$ cat src/source/exuPkg.sv
/*
  Shared widths, op encodings and CSR addresses for the execute unit.
  branchT uses a sparse 3-bit encoding (jal=1, jalr=2, beq..bge=4..7).
*/
package exuPkg;

    localparam int xlen = 64;

    typedef logic [xlen-1:0] xlenT;
    typedef logic [4:0]      regIdxT;
    typedef logic [11:0]     csrAddrT;

    typedef enum logic [3:0] {
        aluAdd, aluSub, aluSll, aluSlt,
        aluSltu, aluXor, aluSrl, aluSra,
        aluOr, aluAnd, aluAddw, aluSubw,
        aluSllw, aluSrlw, aluSraw, aluLui
    } aluOpT;

    typedef enum logic [1:0] {
        mulNone, mulMul, mulMulw
    } mulOpT;

    // taken decision for blt/bge comes from the slt result bit
    typedef enum logic [2:0] {
        brNone = 3'd0,
        brJal  = 3'd1,
        brJalr = 3'd2,
        brBeq  = 3'd4,
        brBne  = 3'd5,
        brBlt  = 3'd6,
        brBge  = 3'd7
    } branchT;

    typedef enum logic [1:0] {
        csrNone, csrRw, csrRs, csrRc
    } csrOpT;

    typedef enum logic [1:0] {
        srcBReg, srcBImm, srcBFour
    } srcBT;

    typedef enum logic [1:0] {
        stIdle, stExec, stMul, stDone
    } ctrlStateT;

    localparam csrAddrT csrMepc   = 12'h341;
    localparam csrAddrT csrMcause = 12'h342;
    localparam csrAddrT csrMtvec  = 12'h305;

    localparam xlenT causeEcallM = 64'd11;

endpackage

$ cat src/source/exuCtrl.sv
/*
  Execute controller. One instruction in flight; inReady only in idle.
  Non-multiply results are latched one cycle after acceptance.
*/
`timescale 1ns/1ps

module exuCtrl (
    input  logic          clk,
    input  logic          arstN,
    input  logic          inValid,
    input  logic          resReady,
    input  exuPkg::mulOpT mulOp,
    input  logic          mulDone,
    output logic          inReady,
    output logic          resValid,
    output logic          latch,
    output logic          mulStart,
    output logic          mulStep,
    output logic          commit
);
    import exuPkg::*;

    ctrlStateT state;
    ctrlStateT stateNext;

    always_ff @(posedge clk or negedge arstN) begin
        if (!arstN) begin
            state <= stIdle;
        end else begin
            state <= stateNext;
        end
    end

    always_comb begin
        stateNext = state;
        case (state)
            stIdle: begin
                if (inValid) begin
                    stateNext = (mulOp != mulNone) ? stMul : stExec;
                end
            end
            stExec: stateNext = stDone;
            stMul: begin
                if (mulDone) begin
                    stateNext = stDone;
                end
            end
            // hold the result until the consumer takes it
            stDone: begin
                if (resReady) begin
                    stateNext = stIdle;
                end
            end
            default: stateNext = stIdle;
        endcase
    end

    assign inReady  = (state == stIdle);
    assign resValid = (state == stDone);
    assign mulStart = inReady && inValid && (mulOp != mulNone);
    assign mulStep  = (state == stMul) && !mulDone;
    // result register load, on the way into done
    assign latch    = (state == stExec) || ((state == stMul) && mulDone);
    assign commit   = resValid && resReady;

endmodule

$ cat config.mk
export PLATFORM = sky130hd
export DESIGN_NAME = exuCtrl
export DESIGN_NICKNAME = d
export VERILOG_FILES = /design/src/source/exuPkg.sv /design/src/source/exuCtrl.sv
export SDC_FILE = /design/constraint.sdc
export NUM_CORES = 1
export LEC_CHECK = 0
export ABC_CLOCK_PERIOD_IN_PS = 1500
export BUFFER_PORTS_ARGS = -buffer_cell sky130_fd_sc_hd__buf_2
export CAP_MARGIN = 20
export CORE_AREA = 5 5 42 44
export DETAILED_ROUTE_END_ITERATION = 10
export DIE_AREA = 0 0 47 49
export GPL_TIMING_DRIVEN = 0
export RECOVER_POWER = 50
export SLEW_MARGIN = 20
export SYNTH_ARGS = -nofsm -noshare
export SYNTH_HDL_FRONTEND = slang
export SYNTH_SLANG_ARGS = --single-unit
$ cat constraint.sdc
create_clock -name clk -period 1.5 [get_ports clk]
set_clock_uncertainty 0.05 [all_clocks]
set_input_delay 0.225 -clock clk [delete_from_list [all_inputs] [get_ports clk]]
set_output_delay 0.225 -clock clk [all_outputs]
set_load 0.05 [all_outputs]
==> results of run 1 <==
==> layer usage <==
layer / vias up / wire length (um) / part of all wire, % / global-route usage, %
met3: 0 / 54 / 10 / 4.428
met5: - / 0 / 0 / 0
li1: 111 / - / - / -
met2: 8 / 274 / 53 / 8.145
met1: 101 / 186 / 36 / 6.167
met4: 0 / 0 / 0 / 1.382
==> final timing paths <==
kind                                 startpoint              endpoint
min reg2reg                state[1]$_DFFE_PN0P_  state[1]$_DFFE_PN0P_
max                        state[0]$_DFFE_PN0P_               mulStep
max in group asynchronous                 arstN  state[1]$_DFFE_PN0P_
min                                       arstN  state[0]$_DFFE_PN0P_
min in group clk                       mulOp[0]  state[0]$_DFFE_PN0P_
max reg2reg                state[1]$_DFFE_PN0P_  state[1]$_DFFE_PN0P_
==> critical path: stages (launching register included) <==
cell and delay [ns]:
dfrtp_2 0.44, inv_4 0.10, ha_4 0.12, nor2b_4 0.17
buf_6 0.17
==> cell type report <==
class	count	area, um^2	area share (%)
sequential	2	52.55	11.57
timing repair buffer	15	111.4	24.52
tap	16	20.02	4.408
multi-input combinational	17	227.7	50.14
clock buffer	3	22.52	4.959
inverter	4	20.02	4.408
==> cells in the final DEF, fill, tap and decap left out, types with 2 or more instances in the layout <==
cell / n
buf_6: 4
buf_4: 2
nor2_1: 2
clkbuf_4: 4
mux2i_1: 2
ha_4: 3
buf_2: 6
inv_4: 2
dfrtp_2: 2
==> cell families after synthesis <==
kind of cell,count (synthesis),share of synthesized area [%]
buf+inv,4,6.347
simple gates,6,14.81
flops,2,21.16
fa+ha+maj,5,26.46
compound gates,3,16.40
mux,3,14.81
==> power groups by stage <==
stage	Combinational, uW	Clock, uW	Sequential [uW]
after floorplan	652	0	116
after global placement	745	0	121
after detailed placement	757	0	122
after CTS	856	124	123
after global routing	953	140	159
final	880	118	153
==> what timing repair did <==
action / in CTS / in global routing
buffers inserted: 2 / 0
resized for setup: 10 / 8
endpoints found under the setup margin: 6 / 7
endpoints found under the hold margin: 2 / 0
pin swaps: 1 / 2
hold buffers: 1 / 0
==> through the flow <==
| step | power [uW] | TNS, ns | setup slack [ns] |
|---|---|---|---|
| after floorplan | 767.9 | -0.04352 | -0.04352 |
| after global placement | 865.3 | -0.03145 | -0.03145 |
| after detailed placement | 878.4 | -0.04842 | -0.04842 |
| after CTS | 1103 | -0.1038 | -0.03320 |
| after global routing | 1252 | -0.2412 | -0.07003 |
| final | 1151 | -0.001899 | -0.001899 |
==> summary.md, run 1 <==
| Metric | Value |
|---|---|
| Initial antenna violation count | `0` |
| Fin. Hold Viols | `0` |
| WP data arrival | `1.23 ns` |
| Max reg flops | `2` |
| Pin count of the biggest net entering global routing | `5` |
| Final period util | `100.1%` |
| Via density per instance | `3.860` |
| DR pass1 iterations | `2` |
| DP HPWL | `418.4 um` |
| Final Cell Area | `454.2 um^2` |
| Die W | `47 um` |
| GR Overflow Total | `0` |
| Req. time, crit path | `1.22 ns` |
| Die Ht | `49 um` |
| Fraction of layout cells with a size suffix above 1 | `75.61%` |
| Placed instance count | `51` |
| Clock tree buffer depth | `2` |
| Total CTS buffers | `3` |
| First-pass GRT wire length | `897 um` |
| Register name with the most flops | `state` |
| Worst hold slack | `0.2667 ns` |
| CTS tree | `built` |
| Number of port buffers | `12` |
| Min Tclk post-route | `1.502 ns` |
| R2r setup slk | `0.01 ns` |
| Nets | `55` |
| Die area | `2303 um^2` |
| Number of remaining DRC errors | `0` |
| Util after Layout | `32.41%` |
| Number of max-cap violations | `0` |
| Distinct cells, synth | `13` |
| Final max-slew violation count | `0` |
| Transition time of the tightest slew-check pin | `0.3046 ns` |
| GP Congestion | `0.5805` |
| Commonest cells in the synthesized netlist | `ha_1, inv_1, nor2_1` |
| CP Class | `register to output port` |
| Ys flop type | `dfrtp_1` |
| Post-synth top area share | `26.46%` |
| Largest registers | `state x2` |
| Detailed Route WL | `515 um` |
| Leakage | `0.0002190 uW` |
| Failing checks | `setup timing` |
| Most frequent cell after synthesis | `ha_1` |
| Yosys warning total | `0` |
| Slew HR | `79.62%` |
| Setup ws final | `-0.001899 ns` |
| RSZ-0062 raised after global routing | `true` |
| Largest fanout on the critical path | `3` |
| Switching share of power | `49.71%` |
| Mapped Cells | `23` |
| VDD IR max | `0.8976 mV` |
| N_diodes | `0` |
| Sink Count | `2` |
| Power Density | `2535 nW/um^2` |
| Final cell count without fillers | `57` |
| Critical Path Sink Type | `output port` |
| Ys async rst share | `100.0%` |
| Initial DRC count | `3` |
| Comb power frac | `76.5%` |
| DRT antenna net count | `0` |
| Critical Path Source Type | `register` |
| Core Footprint | `1401 um^2` |
| Worst reg2reg path depth | `4` |
| Dpl cell area | `352.8 um^2` |
| P_sw | `572.4 uW` |
| Post-synth top area cell | `ha_1` |
| Number of I/O pins | `13` |
| Syn_nets | `35` |
| Outcome | `finished with violations` |
| Num rows | `14` |
| GRT Overall Usage | `5.567%` |
| Internal | `579.0 uW` |
| Vias in the first global route | `226` |
| Top cells by area, synth | `ha_1, dfrtp_1, a221oi_4, mux2i_1, mux2_4` |
| Number of synthesized flops with an enable pin | `0` |
| Final Setup Violations | `1` |
| Synthesized area | `236.5 um^2` |
| Fillers | `155` |
| Starting Density | `16.88%` |
| Synth-to-Final Area Change | `92.06%` |
| Routed length per instance | `9.035 um` |
| Peak Freq | `665.8 MHz` |
| Sequential power share | `13.3%` |
| Clock Power Share | `10.2%` |
| Clk root buf | `clkbuf_4` |
| Worst-skew pair later-pin latency | `0.22 ns` |
| HP Class | `input pin to asynchronous set/reset pin` |
| Register area share after synthesis | `21.16%` |
| Syn_area_per_cell | `10.28 um^2` |
| FF+latch count, synth | `2` |
| Worst-path clk slew | `0.03 ns` |
| H-Tree Depth | `1` |
| DR vias | `220` |
No activity file was read; power rests on OpenSTA's default activity.
==> run 2: changes to the inputs <==
--- a/config.mk
+++ b/config.mk
@@ -5,10 +5,11 @@
 export SDC_FILE = /design/constraint.sdc
 export NUM_CORES = 1
 export LEC_CHECK = 0
-export ABC_CLOCK_PERIOD_IN_PS = 1500
+export ABC_CLOCK_PERIOD_IN_PS = 1900
 export BUFFER_PORTS_ARGS = -buffer_cell sky130_fd_sc_hd__buf_2
 export CAP_MARGIN = 20
 export CORE_AREA = 5 5 42 44
+export CTS_BUF_LIST = sky130_fd_sc_hd__clkbuf_8
 export DETAILED_ROUTE_END_ITERATION = 10
 export DIE_AREA = 0 0 47 49
 export GPL_TIMING_DRIVEN = 0
==> constraint.sdc (replaced) <==
create_clock -name clk -period 1.9 [get_ports clk]
set_clock_uncertainty 0.05 [all_clocks]
set_input_delay 0.285 -clock clk [delete_from_list [all_inputs] [get_ports clk]]
set_output_delay 0.285 -clock clk [all_outputs]
set_load 0.05 [all_outputs]
==> run 2 against run 1 <==
Net effect:
- the flow now finishes without violations
- final cell count is 3.5% lower
- count of clock-buffer cells in the layout stayed put
- critical path depth increased by 1
- via count decreased by 9.1%
- worst hold slack better by 0.071 ns
- sequential share of layout area rose by 2.6 points
- register-to-register slack improved by 0.16 ns
- power decreased by 34%
- critical path type is now register to register
- critical endpoint is now state[1]$_DFFE_PN0P_
==> summary.md, run 2 (synthesized netlist as in run 1, its figures left out) <==
| Metric | Value |
|---|---|
| Outcome | `complete, no violations` |
| Clock tree buffer depth | `2` |
| Worst hold slack | `0.3378 ns` |
| Vias in the first global route | `209` |
| Fraction of layout cells with a size suffix above 1 | `46.15%` |
| Req. time, crit path | `1.94 ns` |
| CP Class | `register to register` |
| Core Footprint | `1401 um^2` |
| DP HPWL | `382.4 um` |
| Power Density | `2156 nW/um^2` |
| Via density per instance | `3.636` |
| Slew HR | `60.84%` |
| Detailed Route WL | `470 um` |
| Post-CTS setup buffers | `0` |
| Crit path to | `state[1]$_DFFE_PN0P_` |
| Final period util | `91.04%` |
| R2r setup slk | `0.17 ns` |
| Transition time of the tightest slew-check pin | `0.5899 ns` |
| Critical Path Source Type | `register` |
| R2r endpoint | `state[1]$_DFFE_PN0P_` |
| GR Overflow Total | `0` |
| Hold Buf Count CTS | `1` |
| VDD IR max | `0.6700 mV` |
| Final max-slew violation count | `0` |
| Initial antenna violation count | `0` |
| Fin. Hold Viols | `0` |
| N_diodes | `0` |
| Worst R2R Start | `state[0]$_DFFE_PN0P_` |
| Peak Freq | `578.1 MHz` |
| Most frequent cells in the layout | `buf_2, ha_1, inv_1, clkbuf_8` |
| Critical path depth | `5` |
| Min Tclk post-route | `1.730 ns` |
| Met2 wire length | `212 um` |
| Largest fanout on the critical path | `4` |
| Max Used Layer | `met3` |
| Routed length per instance | `8.545 um` |
| WP data arrival | `1.76 ns` |
| DR vias | `200` |
| GP Congestion | `0.6052` |
| CP bufs+invs | `1` |
| Die W | `47 um` |
| Pin count of the biggest net entering global routing | `5` |
| Worst Setup SP | `state[0]$_DFFE_PN0P_` |
| Leakage | `0.0002001 uW` |
| Sink Count | `2` |
| Largest registers | `state x2` |
| Met1 wire length | `197 um` |
| CTS tree | `built` |
| RSZ-0062 raised after global routing | `false` |
| GRT Overall Usage | `5.352%` |
| DRT antenna net count | `0` |
| Number of port buffers | `12` |
| Synth-to-Final Area Change | `49.21%` |
| Max incr delay on CP | `0.39 ns` |
| HP Class | `input pin to asynchronous set/reset pin` |
| Critical Path Sink Type | `register` |
| Met3 Wirelength | `60 um` |
| CP delay by family, top | `compound AO/OA/AOI/OAI gates` |
| Final Setup Violations | `0` |
| DR pass1 iterations | `2` |
| Register name with the most flops | `state` |
| Worst-path clk slew | `0.03 ns` |
| Die Ht | `49 um` |
| Max reg flops | `2` |
| H-Tree Depth | `1` |
| First-pass GRT wire length | `834 um` |
| Crit-path cells | `inv_1 > ha_1 > nor2b_4 > a221oi_1 > mux2_4` |
| Clk root buf | `clkbuf_8` |
| Die area | `2303 um^2` |
| Worst reg2reg path depth | `5` |
| Initial DRC count | `3` |
| Nets | `53` |
| Number of I/O pins | `13` |
| Worst-skew pair later-pin latency | `0.21 ns` |
| Total CTS buffers | `3` |
| Num rows | `14` |
| Number of remaining DRC errors | `0` |
| Number of max-cap violations | `0` |
| Setup TNS Final | `0 ns` |
| # resized after CTS | `0` |
| CP max-delay cell | `a221oi_1` |
| Starting Density | `16.88%` |
| Most common cell after layout, fill and taps aside | `buf_2` |
run 2: worst reg2reg max path, stage by stage (launching register included):
cell and delay [ns]:
dfrtp_1 0.36, inv_1 0.10, ha_1 0.23, nor2b_4 0.13, a221oi_1 0.39, mux2_4 0.35
run 2: final cells by class:
class / count / area, um^2
well taps: 16 / 20.02
inverters: 4 / 15.01
clock buffers: 3 / 41.29
multi-input cells: 17 / 158.9
fillers: 167 / 1049
flip-flops and latches: 2 / 50.05
repair buffers: 13 / 67.56
run 2: stage by stage:
stage / cell area, um^2 / setup slack (ns) / utilization (%) / power (uW) / std cells
global placement: 321.6 / 0.3583 / 22.95 / 633.3 / 51
CTS: 372.9 / 0.1751 / 26.61 / 816.4 / 55
global route: 352.8 / 0.07191 / 25.18 / 830.6 / 55
floorplan: 241.5 / 0.1535 / - / 548.7 / 23
finish: 352.8 / 0.1703 / 25.18 / 760.8 / 55
detailed placement: 321.6 / 0.3423 / 22.95 / 638.5 / 51
run 2: power breakdown:
| part | internal (uW) | switching (uW) | total (uW) |
|---|---|---|---|
| clock network | 134 | 30.9 | 165 |
| registers | 67.9 | 19.9 | 87.7 |
| logic | 180 | 329 | 508 |
| total | 381 | 379 | 761 |
run 2: layer usage:
metal | vias up | global-route usage (%)
met5 | - | 0
met4 | 0 | 4.147
met3 | 0 | 3.321
met2 | 10 | 6.787
met1 | 83 | 6.154
li1 | 107 | -
run 2: worst min-delay path by stage:
| stage | to | slack (ns) | cells past startpoint |
|---|---|---|---|
| 2_1_floorplan | state[0]$_DFFE_PN0P_ | -0.06 | 0 |
| 3_5_place_dp | state[0]$_DFFE_PN0P_ | 0.02 | 1 |
| 5_1_grt | state[1]$_DFFE_PN0P_ | 0.36 | 2 |
| 3_3_place_gp | state[1]$_DFFE_PN0P_ | 0.02 | 1 |
| 4_1_cts | state[1]$_DFFE_PN0P_ | 0.33 | 2 |
| 6_report | state[1]$_DFFE_PN0P_ | 0.34 | 2 |
==> run 3: changes to the inputs <==
--- a/config.mk
+++ b/config.mk
@@ -5,7 +5,7 @@
 export SDC_FILE = /design/constraint.sdc
 export NUM_CORES = 1
 export LEC_CHECK = 0
-export ABC_CLOCK_PERIOD_IN_PS = 1900
+export ABC_CLOCK_PERIOD_IN_PS = 2200
 export BUFFER_PORTS_ARGS = -buffer_cell sky130_fd_sc_hd__buf_2
 export CAP_MARGIN = 20
 export CORE_AREA = 5 5 42 44
@@ -18,3 +18,4 @@
 export SYNTH_ARGS = -nofsm -noshare
 export SYNTH_HDL_FRONTEND = slang
 export SYNTH_SLANG_ARGS = --single-unit
+export TNS_END_PERCENT = 20
==> constraint.sdc (replaced) <==
create_clock -name clk -period 2.2 [get_ports clk]
set_clock_uncertainty 0.05 [all_clocks]
set_input_delay 0.33 -clock clk [delete_from_list [all_inputs] [get_ports clk]]
set_output_delay 0.33 -clock clk [all_outputs]
set_load 0.05 [all_outputs]
==> run 3 against run 2 <==
Net effect:
- global-route usage grew 0.067 points
- register-to-register slack gained 0.32 ns
- first-iteration DRC count shrank 100%
- non-clock buffer count unchanged
- combinational power decreased by 16%
- sequential power down 14%
- worst setup slack gained 0.32 ns
- utilization shrank 0.89 points
- final cell count is the same
- sequential cell count stayed put
- largest cell class unchanged
==> summary.md, run 3 (synthesized netlist as in run 1, its figures left out) <==
| Metric | Value |
|---|---|
| Starting Density | `16.88%` |
| GRT Overall Usage | `5.419%` |
| Synth-to-Final Area Change | `43.92%` |
| Worst-skew pair later-pin latency | `0.21 ns` |
| Register name with the most flops | `state` |
| Nets | `53` |
| First-pass GRT wire length | `841 um` |
| Worst R2R Start | `state[0]$_DFFE_PN0P_` |
| # resized after CTS | `0` |
| Via density per instance | `3.782` |
| Core Footprint | `1401 um^2` |
| Largest fanout on the critical path | `4` |
| CTS tree | `built` |
| Critical Path Sink Type | `register` |
| Routed length per instance | `9.036 um` |
| R2r setup slk | `0.49 ns` |
| WP data arrival | `1.75 ns` |
| Clk root buf | `clkbuf_8` |
| Number of port buffers | `12` |
| Min Tclk post-route | `1.714 ns` |
| Most common cell after layout, fill and taps aside | `buf_2` |
| Fraction of layout cells with a size suffix above 1 | `38.46%` |
| Leakage | `0.0001992 uW` |
| Fin. Hold Viols | `0` |
| Max reg flops | `2` |
| Req. time, crit path | `2.24 ns` |
| Peak Freq | `583.6 MHz` |
| Initial antenna violation count | `0` |
| Vias in the first global route | `230` |
| Total power | `648.6 uW` |
| Num rows | `14` |
| Util after Layout | `24.29%` |
| DR pass1 iterations | `1` |
| CP Class | `register to register` |
| DP HPWL | `394.7 um` |
| Die area | `2303 um^2` |
| N_diodes | `0` |
| Die Ht | `49 um` |
| Slew HR | `60.83%` |
| R2r endpoint | `state[1]$_DFFE_PN0P_` |
| Setup TNS Final | `0 ns` |
| Setup ws final | `0.4865 ns` |
| Critical Path Source Type | `register` |
| HP Class | `input pin to asynchronous set/reset pin` |
| VDD IR max | `0.5270 mV` |
| H-Tree Depth | `1` |
| Final period util | `77.89%` |
| Pin count of the biggest net entering global routing | `5` |
| Fillers | `166` |
| Final max-slew violation count | `0` |
| Number of remaining DRC errors | `0` |
| Die W | `47 um` |
| RSZ-0062 raised after global routing | `false` |
| Clock tree buffer depth | `2` |
| Worst hold slack | `0.3915 ns` |
| Sink Count | `2` |
| DR vias | `208` |
| Final Setup Violations | `0` |
| Met1 GRT Util | `5.044%` |
| Grt met3 use | `2.214%` |
| GP Congestion | `0.6421` |
| Number of max-cap violations | `0` |
| Worst-path clk slew | `0.03 ns` |
| Number of I/O pins | `13` |
| GR Util met2 | `8.145%` |
| GR Overflow Total | `0` |
| Pre-CTS worst setup slack | `0.6440 ns` |
| Detailed Route WL | `497 um` |
| DRT antenna net count | `0` |
| Transition time of the tightest slew-check pin | `0.5901 ns` |
| Worst reg2reg path depth | `5` |
| Power Density | `1906 nW/um^2` |
| Most frequent cells in the layout | `buf_2, ha_1, inv_1, nor2_1, clkbuf_8` |
| Largest registers | `state x2` |
| Total CTS buffers | `3` |
| Initial DRC count | `0` |
| GRT Max-Usage Layer | `met2` |
| Outcome | `complete, no violations` |
[run 3: stage by stage]
step                      area [um^2]  instances
after floorplan                 236.5         23
after global placement          316.6         51
after detailed placement        316.6         51
after CTS                       367.9         55
after global routing            340.3         55
final                           340.3         55
[run 3: critical path: stages, from the launching register on]
cell	delay, ns
dfrtp_1	0.36
inv_1	0.09
ha_1	0.21
nor2b_1	0.14
a221oi_1	0.39
mux2_4	0.35
[run 3: per-layer routing]
metal	up-vias	routed length, um
met3	3	54
met1	86	206
met4	0	25
met5	-	0
li1	108	-
met2	11	210
[run 3: power breakdown]
part	internal (uW)	switching, uW
clock network	116	29.5
registers	58.6	17.1
logic	144	283
total	319	330
[run 3: how the worst max path moves through the flow]
stage / slack, ns / startpoint / to / cells after the start
after floorplan: 0.03 / state[0]$_DFFE_PN0P_ / mulStart / 4
after global placement: 0.66 / state[0]$_DFFE_PN0P_ / state[1]$_DFFE_PN0P_ / 4
after detailed placement: 0.64 / state[1]$_DFFE_PN0P_ / state[1]$_DFFE_PN0P_ / 4
after CTS: 0.43 / state[0]$_DFFE_PN0P_ / mulStart / 5
after global routing: 0.39 / state[0]$_DFFE_PN0P_ / mulStart / 5
final: 0.49 / state[0]$_DFFE_PN0P_ / state[1]$_DFFE_PN0P_ / 5
[run 3: what timing repair did]
| item | in CTS | in global routing |
|---|---|---|
| hold buffers | 1 | 0 |
| endpoints found under the hold margin | 2 | 0 |
| buffers inserted | 0 | 0 |
[run 3: cell type report]
| cell class | count | area [um^2] | share of cell area, % |
|---|---|---|---|
| flip-flops and latches | 2 | 50.05 | 14.71 |
| well taps | 16 | 20.02 | 5.882 |
| repair buffers | 13 | 67.56 | 19.85 |
| inverters | 4 | 15.01 | 4.412 |
| multi-input cells | 17 | 146.4 | 43.01 |
| clock buffers | 3 | 41.29 | 12.13 |
