<file path="config.mk">
export PLATFORM = sky130hd
export DESIGN_NAME = shiftMul
export DESIGN_NICKNAME = d
export VERILOG_FILES = /design/src/source/exuPkg.sv /design/src/source/shiftMul.sv
export SDC_FILE = /design/constraint.sdc
export NUM_CORES = 1
export LEC_CHECK = 0
export BUFFER_PORTS_ARGS = -buffer_cell sky130_fd_sc_hd__buf_2
export CORE_AREA = 4 4 160 162
export DETAILED_ROUTE_END_ITERATION = 12
export DIE_AREA = 0 0 164 166
export GPL_ROUTABILITY_DRIVEN = 0
export PLACE_DENSITY = 0.73
export SYNTH_ARGS = -nofsm -noshare
export SYNTH_HDL_FRONTEND = slang
export SYNTH_SLANG_ARGS = --single-unit
</file>
<file path="constraint.sdc">
create_clock -name clk -period 3.45 [get_ports clk]
set_clock_uncertainty 0.05 [all_clocks]
set_input_delay 0.1725 -clock clk [delete_from_list [all_inputs] [get_ports clk]]
set_output_delay 0.1725 -clock clk [all_outputs]
set_load 0.05 [all_outputs]
</file>
<file path="src/source/exuPkg.sv">
/*
  Shared widths, op encodings and CSR addresses for the execute unit.
  branchT uses a sparse 3-bit encoding (jal=1, jalr=2, beq..bge=4..7).
*/
package exuPkg;

    localparam int xlen = 64;

    typedef logic [xlen-1:0] xlenT;
    typedef logic [4:0]      regIdxT;
    typedef logic [11:0]     csrAddrT;

    typedef enum logic [3:0] {
        aluAdd, aluSub, aluSll, aluSlt,
        aluSltu, aluXor, aluSrl, aluSra,
        aluOr, aluAnd, aluAddw, aluSubw,
        aluSllw, aluSrlw, aluSraw, aluLui
    } aluOpT;

    typedef enum logic [1:0] {
        mulNone, mulMul, mulMulw
    } mulOpT;

    // taken decision for blt/bge comes from the slt result bit
    typedef enum logic [2:0] {
        brNone = 3'd0,
        brJal  = 3'd1,
        brJalr = 3'd2,
        brBeq  = 3'd4,
        brBne  = 3'd5,
        brBlt  = 3'd6,
        brBge  = 3'd7
    } branchT;

    typedef enum logic [1:0] {
        csrNone, csrRw, csrRs, csrRc
    } csrOpT;

    typedef enum logic [1:0] {
        srcBReg, srcBImm, srcBFour
    } srcBT;

    typedef enum logic [1:0] {
        stIdle, stExec, stMul, stDone
    } ctrlStateT;

    localparam csrAddrT csrMepc   = 12'h341;
    localparam csrAddrT csrMcause = 12'h342;
    localparam csrAddrT csrMtvec  = 12'h305;

    localparam xlenT causeEcallM = 64'd11;

endpackage

</file>
<file path="src/source/shiftMul.sv">
/*
  Shift-add multiplier, one multiplier bit per step, low 64 bits only.
  Only the low mulSteps bits of b take part; word selects the mulw result.
*/
`timescale 1ns/1ps

module shiftMul #(
    parameter int mulSteps = 64
) (
    input  logic         clk,
    input  logic         arstN,
    input  logic         start,
    input  logic         step,
    input  exuPkg::xlenT a,
    input  exuPkg::xlenT b,
    input  logic         word,
    output exuPkg::xlenT product
);
    import exuPkg::*;

    localparam xlenT bitMask = (mulSteps >= xlen) ? '1 : ((xlenT'(1) << mulSteps) - xlenT'(1));

    xlenT mcand;
    xlenT mplier;
    xlenT acc;

    always_ff @(posedge clk or negedge arstN) begin
        if (!arstN) begin
            mcand  <= '0;
            mplier <= '0;
            acc    <= '0;
        end else if (start) begin
            mcand  <= a;
            mplier <= b & bitMask;
            acc    <= '0;
        end else if (step) begin
            // add the shifted multiplicand for a set bit
            if (mplier[0]) begin
                acc <= acc + mcand;
            end
            mcand  <= mcand << 1;
            mplier <= mplier >> 1;
        end
    end

    assign product = word ? {{32{acc[31]}}, acc[31:0]} : acc;

endmodule

</file>
==> out/summary.log, run 1 <==
[run_status] outcome finished clean
[placement] Placed Cells incl. Taps 1853
[synth] area share of the leading cell type in the synthesized netlist 38.7%
[placement] dpl hpwl 23100 um
[cts] CTS Sinks 192
[layout] commonest non-fill, non-tap cells in the layout o21ai_0, nand2_1, buf_2
[sta] max-slew violation count 0
[setup_path] cell-by-cell trace of the critical path ha_1 > nand4_1 > or4_1 > nand2b_1 > o21ai_2 > a31oi_4 > o41ai_4 > a21oi_2 > o21a_1 > or4_1 > nand3_1
[flow_run] # Max-Cap Violations 0
[sta] final hold violation count 0
[setup_path] critical path class flip-flop to flip-flop
[pwr] Static Leakage 7.48 nW
[placement] quantity of I/O buffers inserted on ports 196
[floorplanning] core footprint 0.0241 mm^2
[setup_path] Slowest Stage Delay on Critical Path 0.52 ns
[routing] number of design rule violations left after detail routing 0
[cts] TritonCTS clock tree done
[floorplanning] initial core utilization 51.5%
[setup_path] Max stage delay cell, worst path or4_1
[synth] sequential cell area fraction in the yosys report 38.7%
[setup_path] most frequent cell on the critical path or4_1
[sta] number of setup violations in the final report 0
[global_routing] maximum number of pins on one net before global-route repair 202
[synth] nets in the synthesized netlist 1633
[setup_path] arrival time at the worst endpoint 3.60 ns
[synth] cell type with the highest aggregate area in the netlist dfrtp_1
[routing] total vias in the final route 11400
[sta] hold slack 0.0925 ns
[floorplanning] width of the chip 164 um
[global_routing] total grt overflow 0
[layout] area of the multi-input gates 0.00691 mm^2
[synth] count of different cell masters after synthesis 63
[global_routing] number of global-route vias before repair 11100
[sta] Final Cycle Share 95.1%
[cts] maximum buffer depth of the clock tree 2
[setup_path] CP startpoint mcand[15]
[setup_path] type of element launching the critical path flip-flop
[setup_path] worst reg2reg path startpoint mcand[15]
[setup_path] slack of the worst reg-to-reg path 0.17 ns
[routing] first-iteration detailed-routing DRC count 662
[placement] setup slack after placement 0.118 ns
[layout] filler instances 1989
[synth] Post-Syn Area 0.0124 mm^2
[setup_path] Top delay family on crit path simple AND/OR/NAND/NOR gates
[synth] share of synthesized registers carrying an async set or reset 100%
[synth] post-synthesis instance total 1436
[sta] worst setup margin 0.170 ns
[layout] final net count 1876
[setup_path] Worst Reg-to-Reg Cells 11
[cts] depth of the CTS H-tree 4
[setup_path] crit path buf inv count 0
[floorplanning] number of rows created at floorplan 57
[cts] clock edge transition at the registers on the reported setup and hold paths 0.08 ns
[synth] Ys Warns 0
[layout] Sequential cell area 0.00480 mm^2
[synth] number of enable flip-flop cells after synthesis 0
[setup_path] required time of the worst setup path 3.77 ns
[sta] Tightest Pin Transition 1.18 ns
[synth] Yosys reg bits 192
[cts] clock latency on the worst-skew pair 0.43 ns
[pwr] power density normalized to cell area 420 mW/mm^2
[global_routing] global-route wire length before repair 56200 um
[routing] antenna viol nets, final 0
[floorplanning] overall die area 0.0272 mm^2
[routing] average routed wire per standard cell 17.1 um
[routing] number of iterations in the first detailed-routing pass 5
[sta] worst rel slew slack 21.1%
[worst_hold_path] worst hold path type input pin to flip-flop
[routing] Avg Vias per Cell 5.64
[synth] average instance area after synthesis 8.65 um^2
[setup_path] Reg2Reg Capture Point acc[57]
[global_routing] GRT Total Usage 25.0%
[floorplanning] Die Span Y 166 um
[layout] commonest non-fill, non-tap cell in the layout o21ai_0
[floorplanning] number of top-level design ports 197
[setup_path] endpoint of the most critical setup path acc[57]
[synth] dominant cells by area after synthesis dfrtp_1, mux2i_1, o21ai_0
[pwr] maximum ir drop on the vdd rail 0.277 mV
[setup_path] sort of element at the end of the critical path flip-flop
[cts] root cell of the clock tree clkbuf_16
[global_routing] initial antenna violation count 1
[synth] dominant synthesized flop cell dfrtp_1
[setup_path] Crit path depth 11
[layout] Final Non-Filler Cells 2017
[layout] fraction of layout instances using a drive strength above 1 15.8%
[sta] achievable clock frequency 0.305 GHz
[cts] TritonCTS buffer count 17
[pwr] Design Power 0.00645 W
[layout] layout-stage area growth over the synthesis result 23.7%
[setup_path] largest fanout of any net on the critical path 9
[sta] clock period minus final worst setup slack 3.28 ns
[routing] sum of routed wire length over all layers 34500 um
[through the flow]
stage	utilization [%]	setup TNS (ns)	cell area, um^2
4_1_cts	63.5	0	15300
5_1_grt	63.8	-0.0193	15400
3_3_place_gp	55.8	0	13400
2_1_floorplan	-	0	12400
6_report	63.8	0	15400
3_5_place_dp	55.8	0	13400
[repair_timing]
item / in CTS / in global routing
hold buffers: 129 / 0
hold endpoints to repair: 225 / 0
setup endpoints to repair: 0 / 8
buffers inserted: 0 / 2
gates resized for setup: 0 / 12
[worst min-delay path by stage]
stage | from | slack [ns] | end | cells past startpoint
global placement | arstN | 0.26 | mplier[9] | 1
global route | start | 0.12 | mcand[0] | 3
detailed placement | arstN | 0.26 | mplier[9] | 1
floorplan | arstN | -0.17 | acc[0] | 0
finish | start | 0.09 | mcand[60] | 3
CTS | start | 0.08 | mcand[62] | 3
[cells by family (layout without fill, tap and decap cells)]
kind of cell | Yosys count | count (layout) | share of synthesized area [%]
AOI/OAI and AO/OA | 458 | 458 | 21.6
xor gates and xnor gates | 54 | 54 | 3.81
adders and majority gates | 64 | 64 | 6.50
buffers and inverters | 174 | 430 | 6.24
DFF | 192 | 192 | 38.7
muxes | 127 | 127 | 10.2
other | 0 | 1 | 0
and+or+nand+nor | 367 | 367 | 12.9
[tightest hold or removal path: cells and delay by family]
family | cells | cell delay, ns
AOI/OAI and AO/OA | 1 | 0.06
buffers and inverters | 1 | 0.19
and+or+nand+nor | 1 | 0.09
[registers in the layout, indices dropped and copies added, names as in the netlist]
signal and cells:
acc 64, mcand 64, mplier 64
[layer usage]
metal | vias up | part of all wire (%) | GRT usage (%)
met4 | 0 | 2.2 | 7.70
met5 | - | 0 | 0
met2 | 402 | 47 | 40.6
met3 | 58 | 6.7 | 5.19
li1 | 5544 | - | -
met1 | 5378 | 44 | 33.6
[where the power goes]
| part | leakage [nW] | internal [W] | switching [W] |
|---|---|---|---|
| Combinational | 4.78 | 0.000713 | 0.00114 |
| Clock | 0.267 | 0.000965 | 0.000980 |
| Sequential | 2.43 | 0.00247 | 0.000186 |
| Total | 7.48 | 0.00414 | 0.00231 |
[Yosys cell counts (3+ instances only)]
library cell,n
a211oi_1,9
a21boi_0,3
a21o_1,40
a21oi_1,74
a22o_1,6
a31oi_1,12
and3_1,9
buf_1,10
buf_4,32
clkbuf_1,76
dfrtp_1,192
ha_1,63
inv_1,54
mux2i_1,126
nand2_1,232
nand2b_1,10
nand3_1,19
nand4_1,20
nor2_1,36
nor2b_1,5
nor3_1,11
nor4_1,5
o2111ai_1,3
o21a_1,7
o21ai_0,252
o21bai_1,15
o31ai_1,11
or3_1,5
or4_1,5
xnor2_1,29
xor2_1,25
[area by class of cell]
class / count / area share, %
repair buffers: 344 / 16.1
flip-flops and latches: 192 / 31.3
clock inverters: 14 / 0.928
inverters: 54 / 1.32
well taps: 324 / 2.64
diodes: 1 / 0.0163
clock buffers: 18 / 2.79
multi-input cells: 1070 / 45.0
(Power assumes the default switching activity.)
==> run 2, diff against run 1 <==
- clock period: 3.45 -> 3.8 ns (I/O delays scaled with it)
==> run 2 against run 1 <==
Net effect: sequential power shrank 9.4%; largest power group unchanged; non-clock buffer count down 6; highest routed layer unchanged; register-to-register slack better by 0.17 ns; combinational power decreased by 9.7%; via count fell by 1.6%; critical path type unchanged; sequential share of layout area increased by 0.24 points; final cell count down 0.30%.
==> out/summary.log, run 2 (synthesized netlist as in run 1, its figures left out) <==
[run_status] outcome finished clean
[sta] Final Cycle Share 91.0%
[floorplanning] number of top-level design ports 197
[cts] maximum buffer depth of the clock tree 2
[layout] layout-stage area growth over the synthesis result 22.8%
[cts] post_cts resized 0
[global_routing] GRT Total Usage 24.9%
[cts] hold buffers post-CTS 129
[routing] number of iterations in the first detailed-routing pass 5
[global_routing] global-route wire length before repair 56500 um
[cts] Post-CTS Setup Bufs 0
[routing] Avg Vias per Cell 5.57
[routing] sum of routed wire length over all layers 33900 um
[global_routing] initial antenna violation count 1
[cts] CTS Sinks 192
[routing] total vias in the final route 11200
[setup_path] slack of the worst reg-to-reg path 0.34 ns
[routing] number of design rule violations left after detail routing 0
[cts] root cell of the clock tree clkbuf_16
[sta] clock period minus final worst setup slack 3.46 ns
[setup_path] largest fanout of any net on the critical path 6
[pwr] power density normalized to cell area 383 mW/mm^2
[pwr] Static Leakage 7.45 nW
[layout] fraction of layout instances using a drive strength above 1 15.0%
[layout] commonest non-fill, non-tap cell in the layout o21ai_0
[flow_run] # Max-Cap Violations 0
[floorplanning] Die Span Y 166 um
[cts] TritonCTS buffer count 17
[cts] clock edge transition at the registers on the reported setup and hold paths 0.08 ns
[setup_path] type of element launching the critical path flip-flop
[setup_path] sort of element at the end of the critical path flip-flop
[floorplanning] initial core utilization 51.5%
[layout] Top Registers acc x64, mcand x64, mplier x64
[layout] Core Util, Final 63.3%
[sta] number of setup violations in the final report 0
[routing] first-iteration detailed-routing DRC count 710
[setup_path] arrival time at the worst endpoint 3.71 ns
[setup_path] cell-by-cell trace of the critical path ha_1 > nand3_1 > nor4_1 > nor2_1 > a31o_2 > o21ai_1 > a21o_1 > a31oi_1 > nand3_1 > nor3b_1 > or4_1
[sta] setup repair after global routing missed its margin false
[global_routing] number of global-route vias before repair 11300
[layout] filler instances 2060
[placement] dpl hpwl 22800 um
[sta] worst rel slew slack 33.0%
[setup_path] critical path class flip-flop to flip-flop
[setup_path] required time of the worst setup path 4.06 ns
[sta] Tightest Pin Transition 1.01 ns
[sta] achievable clock frequency 0.289 GHz
[sta] final hold violation count 0
[setup_path] most frequent cell on the critical path nand3_1
[setup_path] Slowest Stage Delay on Critical Path 0.49 ns
[global_routing] total grt overflow 0
[floorplanning] overall die area 0.0272 mm^2
[floorplanning] core footprint 0.0241 mm^2
[cts] clock latency on the worst-skew pair 0.43 ns
[routing] antenna viol nets, final 0
[routing] average routed wire per standard cell 16.8 um
[layout] commonest non-fill, non-tap cells in the layout o21ai_0, nand2_1, buf_2
[placement] quantity of I/O buffers inserted on ports 196
[floorplanning] number of rows created at floorplan 57
[setup_path] Max stage delay cell, worst path or4_1
[cts] depth of the CTS H-tree 4
[cts] TritonCTS clock tree done
[floorplanning] width of the chip 164 um
[global_routing] maximum number of pins on one net before global-route repair 115
[sta] max-slew violation count 0
[sta] final setup TNS 0 ns
[setup_path] Top delay family on crit path simple AND/OR/NAND/NOR gates
[pwr] maximum ir drop on the vdd rail 0.287 mV
[layout] final net count 1870
[worst_hold_path] worst hold path type input pin to flip-flop
[setup_path] crit path buf inv count 0
## run 2: changes by cell type in the layout (fill, tap and decap cells not counted), moves of 2 or more
cell        before  now
a21oi_1         69   73
a21oi_2          5    1
buf_12           3    1
buf_4           16   12
clkbuf_8         1    3
clkinv_2         0    2
clkinv_4         0    2
clkinvlp_4       4    2
inv_6            4    2
nor3_1           9   11
nor3_2           2    0
o21ai_0        250  252
o21ai_1          3    1
## run 2: final timing paths
check | to | depth (start not counted) | from
min in group asynchronous | mplier[9] | 2 | arstN
worst max register to register | acc[63] | 11 | mcand[8]
worst min-delay path | mcand[0] | 2 | step
max in group asynchronous | acc[21] | 3 | arstN
worst max-delay path | acc[63] | 11 | mcand[8]
worst min register to register | acc[21] | 2 | acc[21]
## run 2: per-stage QoR
step	hold WS [ns]	setup slack (ns)	power (W)	cell area, um^2	instances
6_report	0.130	0.343	0.00585	15300	2011
5_1_grt	0.137	0.131	0.00616	15300	2011
4_1_cts	0.115	0.330	0.00585	15300	2010
3_5_place_dp	0.277	0.363	0.00397	13400	1849
3_3_place_gp	0.271	0.504	0.00394	13400	1849
2_1_floorplan	-0.156	0.829	0.00356	12400	1436
## run 2: where the power goes
part / leakage [nW] / switching [W] / internal [W]
Combinational: 4.73 / 0.00103 / 0.000637
Sequential: 2.43 / 0.000163 / 0.00224
Clock: 0.280 / 0.000877 / 0.000902
Total: 7.45 / 0.00207 / 0.00378
## run 2: cell type report
cell class	instances	area [um^2]	share of cell area [%]
antenna	1	2.50	0.0164
clock inverter	13	121	0.796
inverter	54	203	1.33
sequential	192	4800	31.5
timing repair buffer	338	2400	15.8
multi-input combinational	1070	6860	45.0
clock buffer	19	453	2.97
tap	324	405	2.66
## run 2: worst reg2reg max path, cell delays in order, from the launching register on
cell	delay [ns]
dfrtp_1	0.41
ha_1	0.39
nand3_1	0.17
nor4_1	0.35
nor2_1	0.11
a31o_2	0.28
o21ai_1	0.30
a21o_1	0.23
a31oi_1	0.28
nand3_1	0.21
nor3b_1	0.07
or4_1	0.49
## run 2: routing by layer
layer	vias up	share of wire, %	wire (um)	track usage (%)
li1	5519	-	-	-
met1	5268	45	15300	35.0
met2	363	47	15800	40.0
met3	50	6.6	2230	4.67
met4	0	1.6	539	6.31
met5	-	0	0	0
==> run 3, diff against run 2 <==
--- a/config.mk
+++ b/config.mk
@@ -11,3 +11,3 @@
 export DIE_AREA = 0 0 164 166
-export GPL_ROUTABILITY_DRIVEN = 0
+export GPL_ROUTABILITY_DRIVEN = 1
 export PLACE_DENSITY = 0.73
==> constraint.sdc (replaced) <==
create_clock -name clk -period 3.8 [get_ports clk]
set_clock_uncertainty 0.05 [all_clocks]
set_input_delay 0.38 -clock clk [delete_from_list [all_inputs] [get_ports clk]]
set_output_delay 0.38 -clock clk [all_outputs]
set_load 0.05 [all_outputs]
==> run 3 against run 2 <==
Net effect: final cell count decreased by 6.3%; register-to-register slack hardly changed; first-iteration DRC count is 7.0% lower; flip-flop and latch count did not move; largest cell class unchanged; power is 1.2% lower; sequential power barely moved; maximum frequency barely moved; core utilization shrank 5.3 points; wire length fell by 6.1%; combinational power down 7%; critical path depth unchanged.
==> out/summary.log, run 3 (synthesized netlist as in run 1, its figures left out) <==
[floorplanning] core footprint 0.0241 mm^2
[setup_path] critical path class flip-flop to flip-flop
[pwr] internal cell power 0.00379 W
[cts] clock edge transition at the registers on the reported setup and hold paths 0.07 ns
[global_routing] GRT Total Usage 23.2%
[cts] root cell of the clock tree clkbuf_16
[sta] clock period minus final worst setup slack 3.46 ns
[floorplanning] width of the chip 164 um
[placement] quantity of I/O buffers inserted on ports 196
[routing] Avg Vias per Cell 5.69
[pwr] P_sw 0.00199 W
[sta] Tightest Pin Transition 0.885 ns
[floorplanning] initial core utilization 51.5%
[cts] TritonCTS clock tree done
[global_routing] met1 Track Usage GR 33.3%
[sta] max-slew violation count 0
[setup_path] sort of element at the end of the critical path flip-flop
[cts] CTS Sinks 192
[pwr] fraction of power consumed by sequential logic 41.6%
[sta] worst rel slew slack 41.0%
[layout] final net count 1743
[global_routing] maximum number of pins on one net before global-route repair 119
[floorplanning] overall die area 0.0272 mm^2
[floorplanning] number of top-level design ports 197
[global_routing] initial antenna violation count 6
[layout] Core Util, Final 58.0%
[floorplanning] Die Span Y 166 um
[placement] dpl hpwl 23700 um
[routing] total vias in the final route 10700
[setup_path] largest fanout of any net on the critical path 6
[layout] layout-stage area growth over the synthesis result 12.6%
[sta] number of setup violations in the final report 0
[setup_path] arrival time at the worst endpoint 3.71 ns
[routing] sum of routed wire length over all layers 31800 um
[pwr] power share of the clock group 31.5%
[placement] Final Wtd Congestion 0.905
[layout] fraction of layout instances using a drive strength above 1 16.0%
[routing] number of design rule violations left after detail routing 0
[pwr] maximum ir drop on the vdd rail 0.210 mV
[pwr] Design Power 0.00578 W
[global_routing] grt peak-use layer met2
[layout] Top Registers acc x64, mcand x64, mplier x64
[sta] final hold violation count 0
[pwr] Static Leakage 6.92 nW
[global_routing] routing usage on met3 4.77%
[layout] commonest non-fill, non-tap cells in the layout o21ai_0, nand2_1, buf_2
[global_routing] number of global-route vias before repair 10300
[routing] antenna viol nets, final 0
[global_routing] global-route wire length before repair 52300 um
[cts] post_cts resized 0
[flow_run] # Max-Cap Violations 0
[pwr] power density normalized to cell area 413 mW/mm^2
[setup_path] type of element launching the critical path flip-flop
[global_routing] GRT met2 Usage 35.7%
[cts] clock latency on the worst-skew pair 0.43 ns
[sta] Final Cycle Share 90.9%
[sta] final setup TNS 0 ns
[layout] commonest non-fill, non-tap cell in the layout o21ai_0
[floorplanning] number of rows created at floorplan 57
[sta] hold slack 0.0978 ns
[routing] average routed wire per standard cell 16.9 um
[sta] worst setup margin 0.344 ns
[cts] TritonCTS buffer count 17
[setup_path] required time of the worst setup path 4.05 ns
[pwr] Switching Share 34.4%
[placement] setup slack after placement 0.410 ns
[worst_hold_path] worst hold path type input pin to flip-flop
[pwr] Logic pwr share 26.9%
[cts] maximum buffer depth of the clock tree 2
[global_routing] total grt overflow 0
[sta] achievable clock frequency 0.289 GHz
[cts] depth of the CTS H-tree 4
[routing] first-iteration detailed-routing DRC count 660
[sta] setup repair after global routing missed its margin false
[routing] number of iterations in the first detailed-routing pass 6
[run_status] outcome finished clean
## run 3: worst max-delay path, cell delays in order, from the launching register on
cell	delay, ns
dfrtp_1	0.40
ha_1	0.40
nand3_1	0.20
nor4_1	0.34
nor2_1	0.10
a31o_2	0.28
o21ai_1	0.33
a21o_1	0.23
a31oi_1	0.25
nand3_1	0.20
nor3b_1	0.07
or4_1	0.49
## run 3: timing repair
action,4_1_cts,5_1_grt
hold buffers,1,0
setup buffers,0,0
hold endpoints to repair,76,0
## run 3: per-layer routing
metal  vias to the layer above  routed length, um
met2                       328              14300
met3                        43               2260
met4                        10                470
met5                         -                 47
met1                      5077              14800
li1                       5270                  -
## run 3: layout make-up
cell class | count | area (um^2)
fill | 2235 | 10100
inverter | 54 | 203
clock buffer | 22 | 454
tap | 324 | 405
multi-input combinational | 1070 | 6860
sequential | 192 | 4800
timing repair buffer | 211 | 1130
clock inverter | 10 | 126
antenna | 1 | 2.50
## run 3: path summary, 6_finish.rpt
check	slack (ns)	end	cells past startpoint	startpoint
setup reg to reg	0.34	acc[63]	11	mcand[8]
min in group asynchronous	0.47	mplier[9]	2	arstN
hold reg to reg	0.46	acc[38]	2	acc[38]
max in group asynchronous	2.25	mplier[37]	3	arstN
hold / removal	0.1	mcand[21]	3	a[21]
setup / recovery	0.34	acc[63]	11	mcand[8]
## run 3: power by group through the flow
stage | registers [W] | logic [W] | clock network, W
4_1_cts | 0.00240 | 0.00155 | 0.00185
3_3_place_gp | 0.00243 | 0.00153 | 0
5_1_grt | 0.00243 | 0.00173 | 0.00193
6_report | 0.00241 | 0.00155 | 0.00182
3_5_place_dp | 0.00244 | 0.00155 | 0
2_1_floorplan | 0.00239 | 0.00118 | 0
## run 3: through the flow
stage | std cells | cell area, um^2
after detailed placement | 1850 | 13400
after global routing | 1883 | 14000
final | 1884 | 14000
after CTS | 1883 | 14000
after global placement | 1850 | 13400
after floorplan | 1436 | 12400
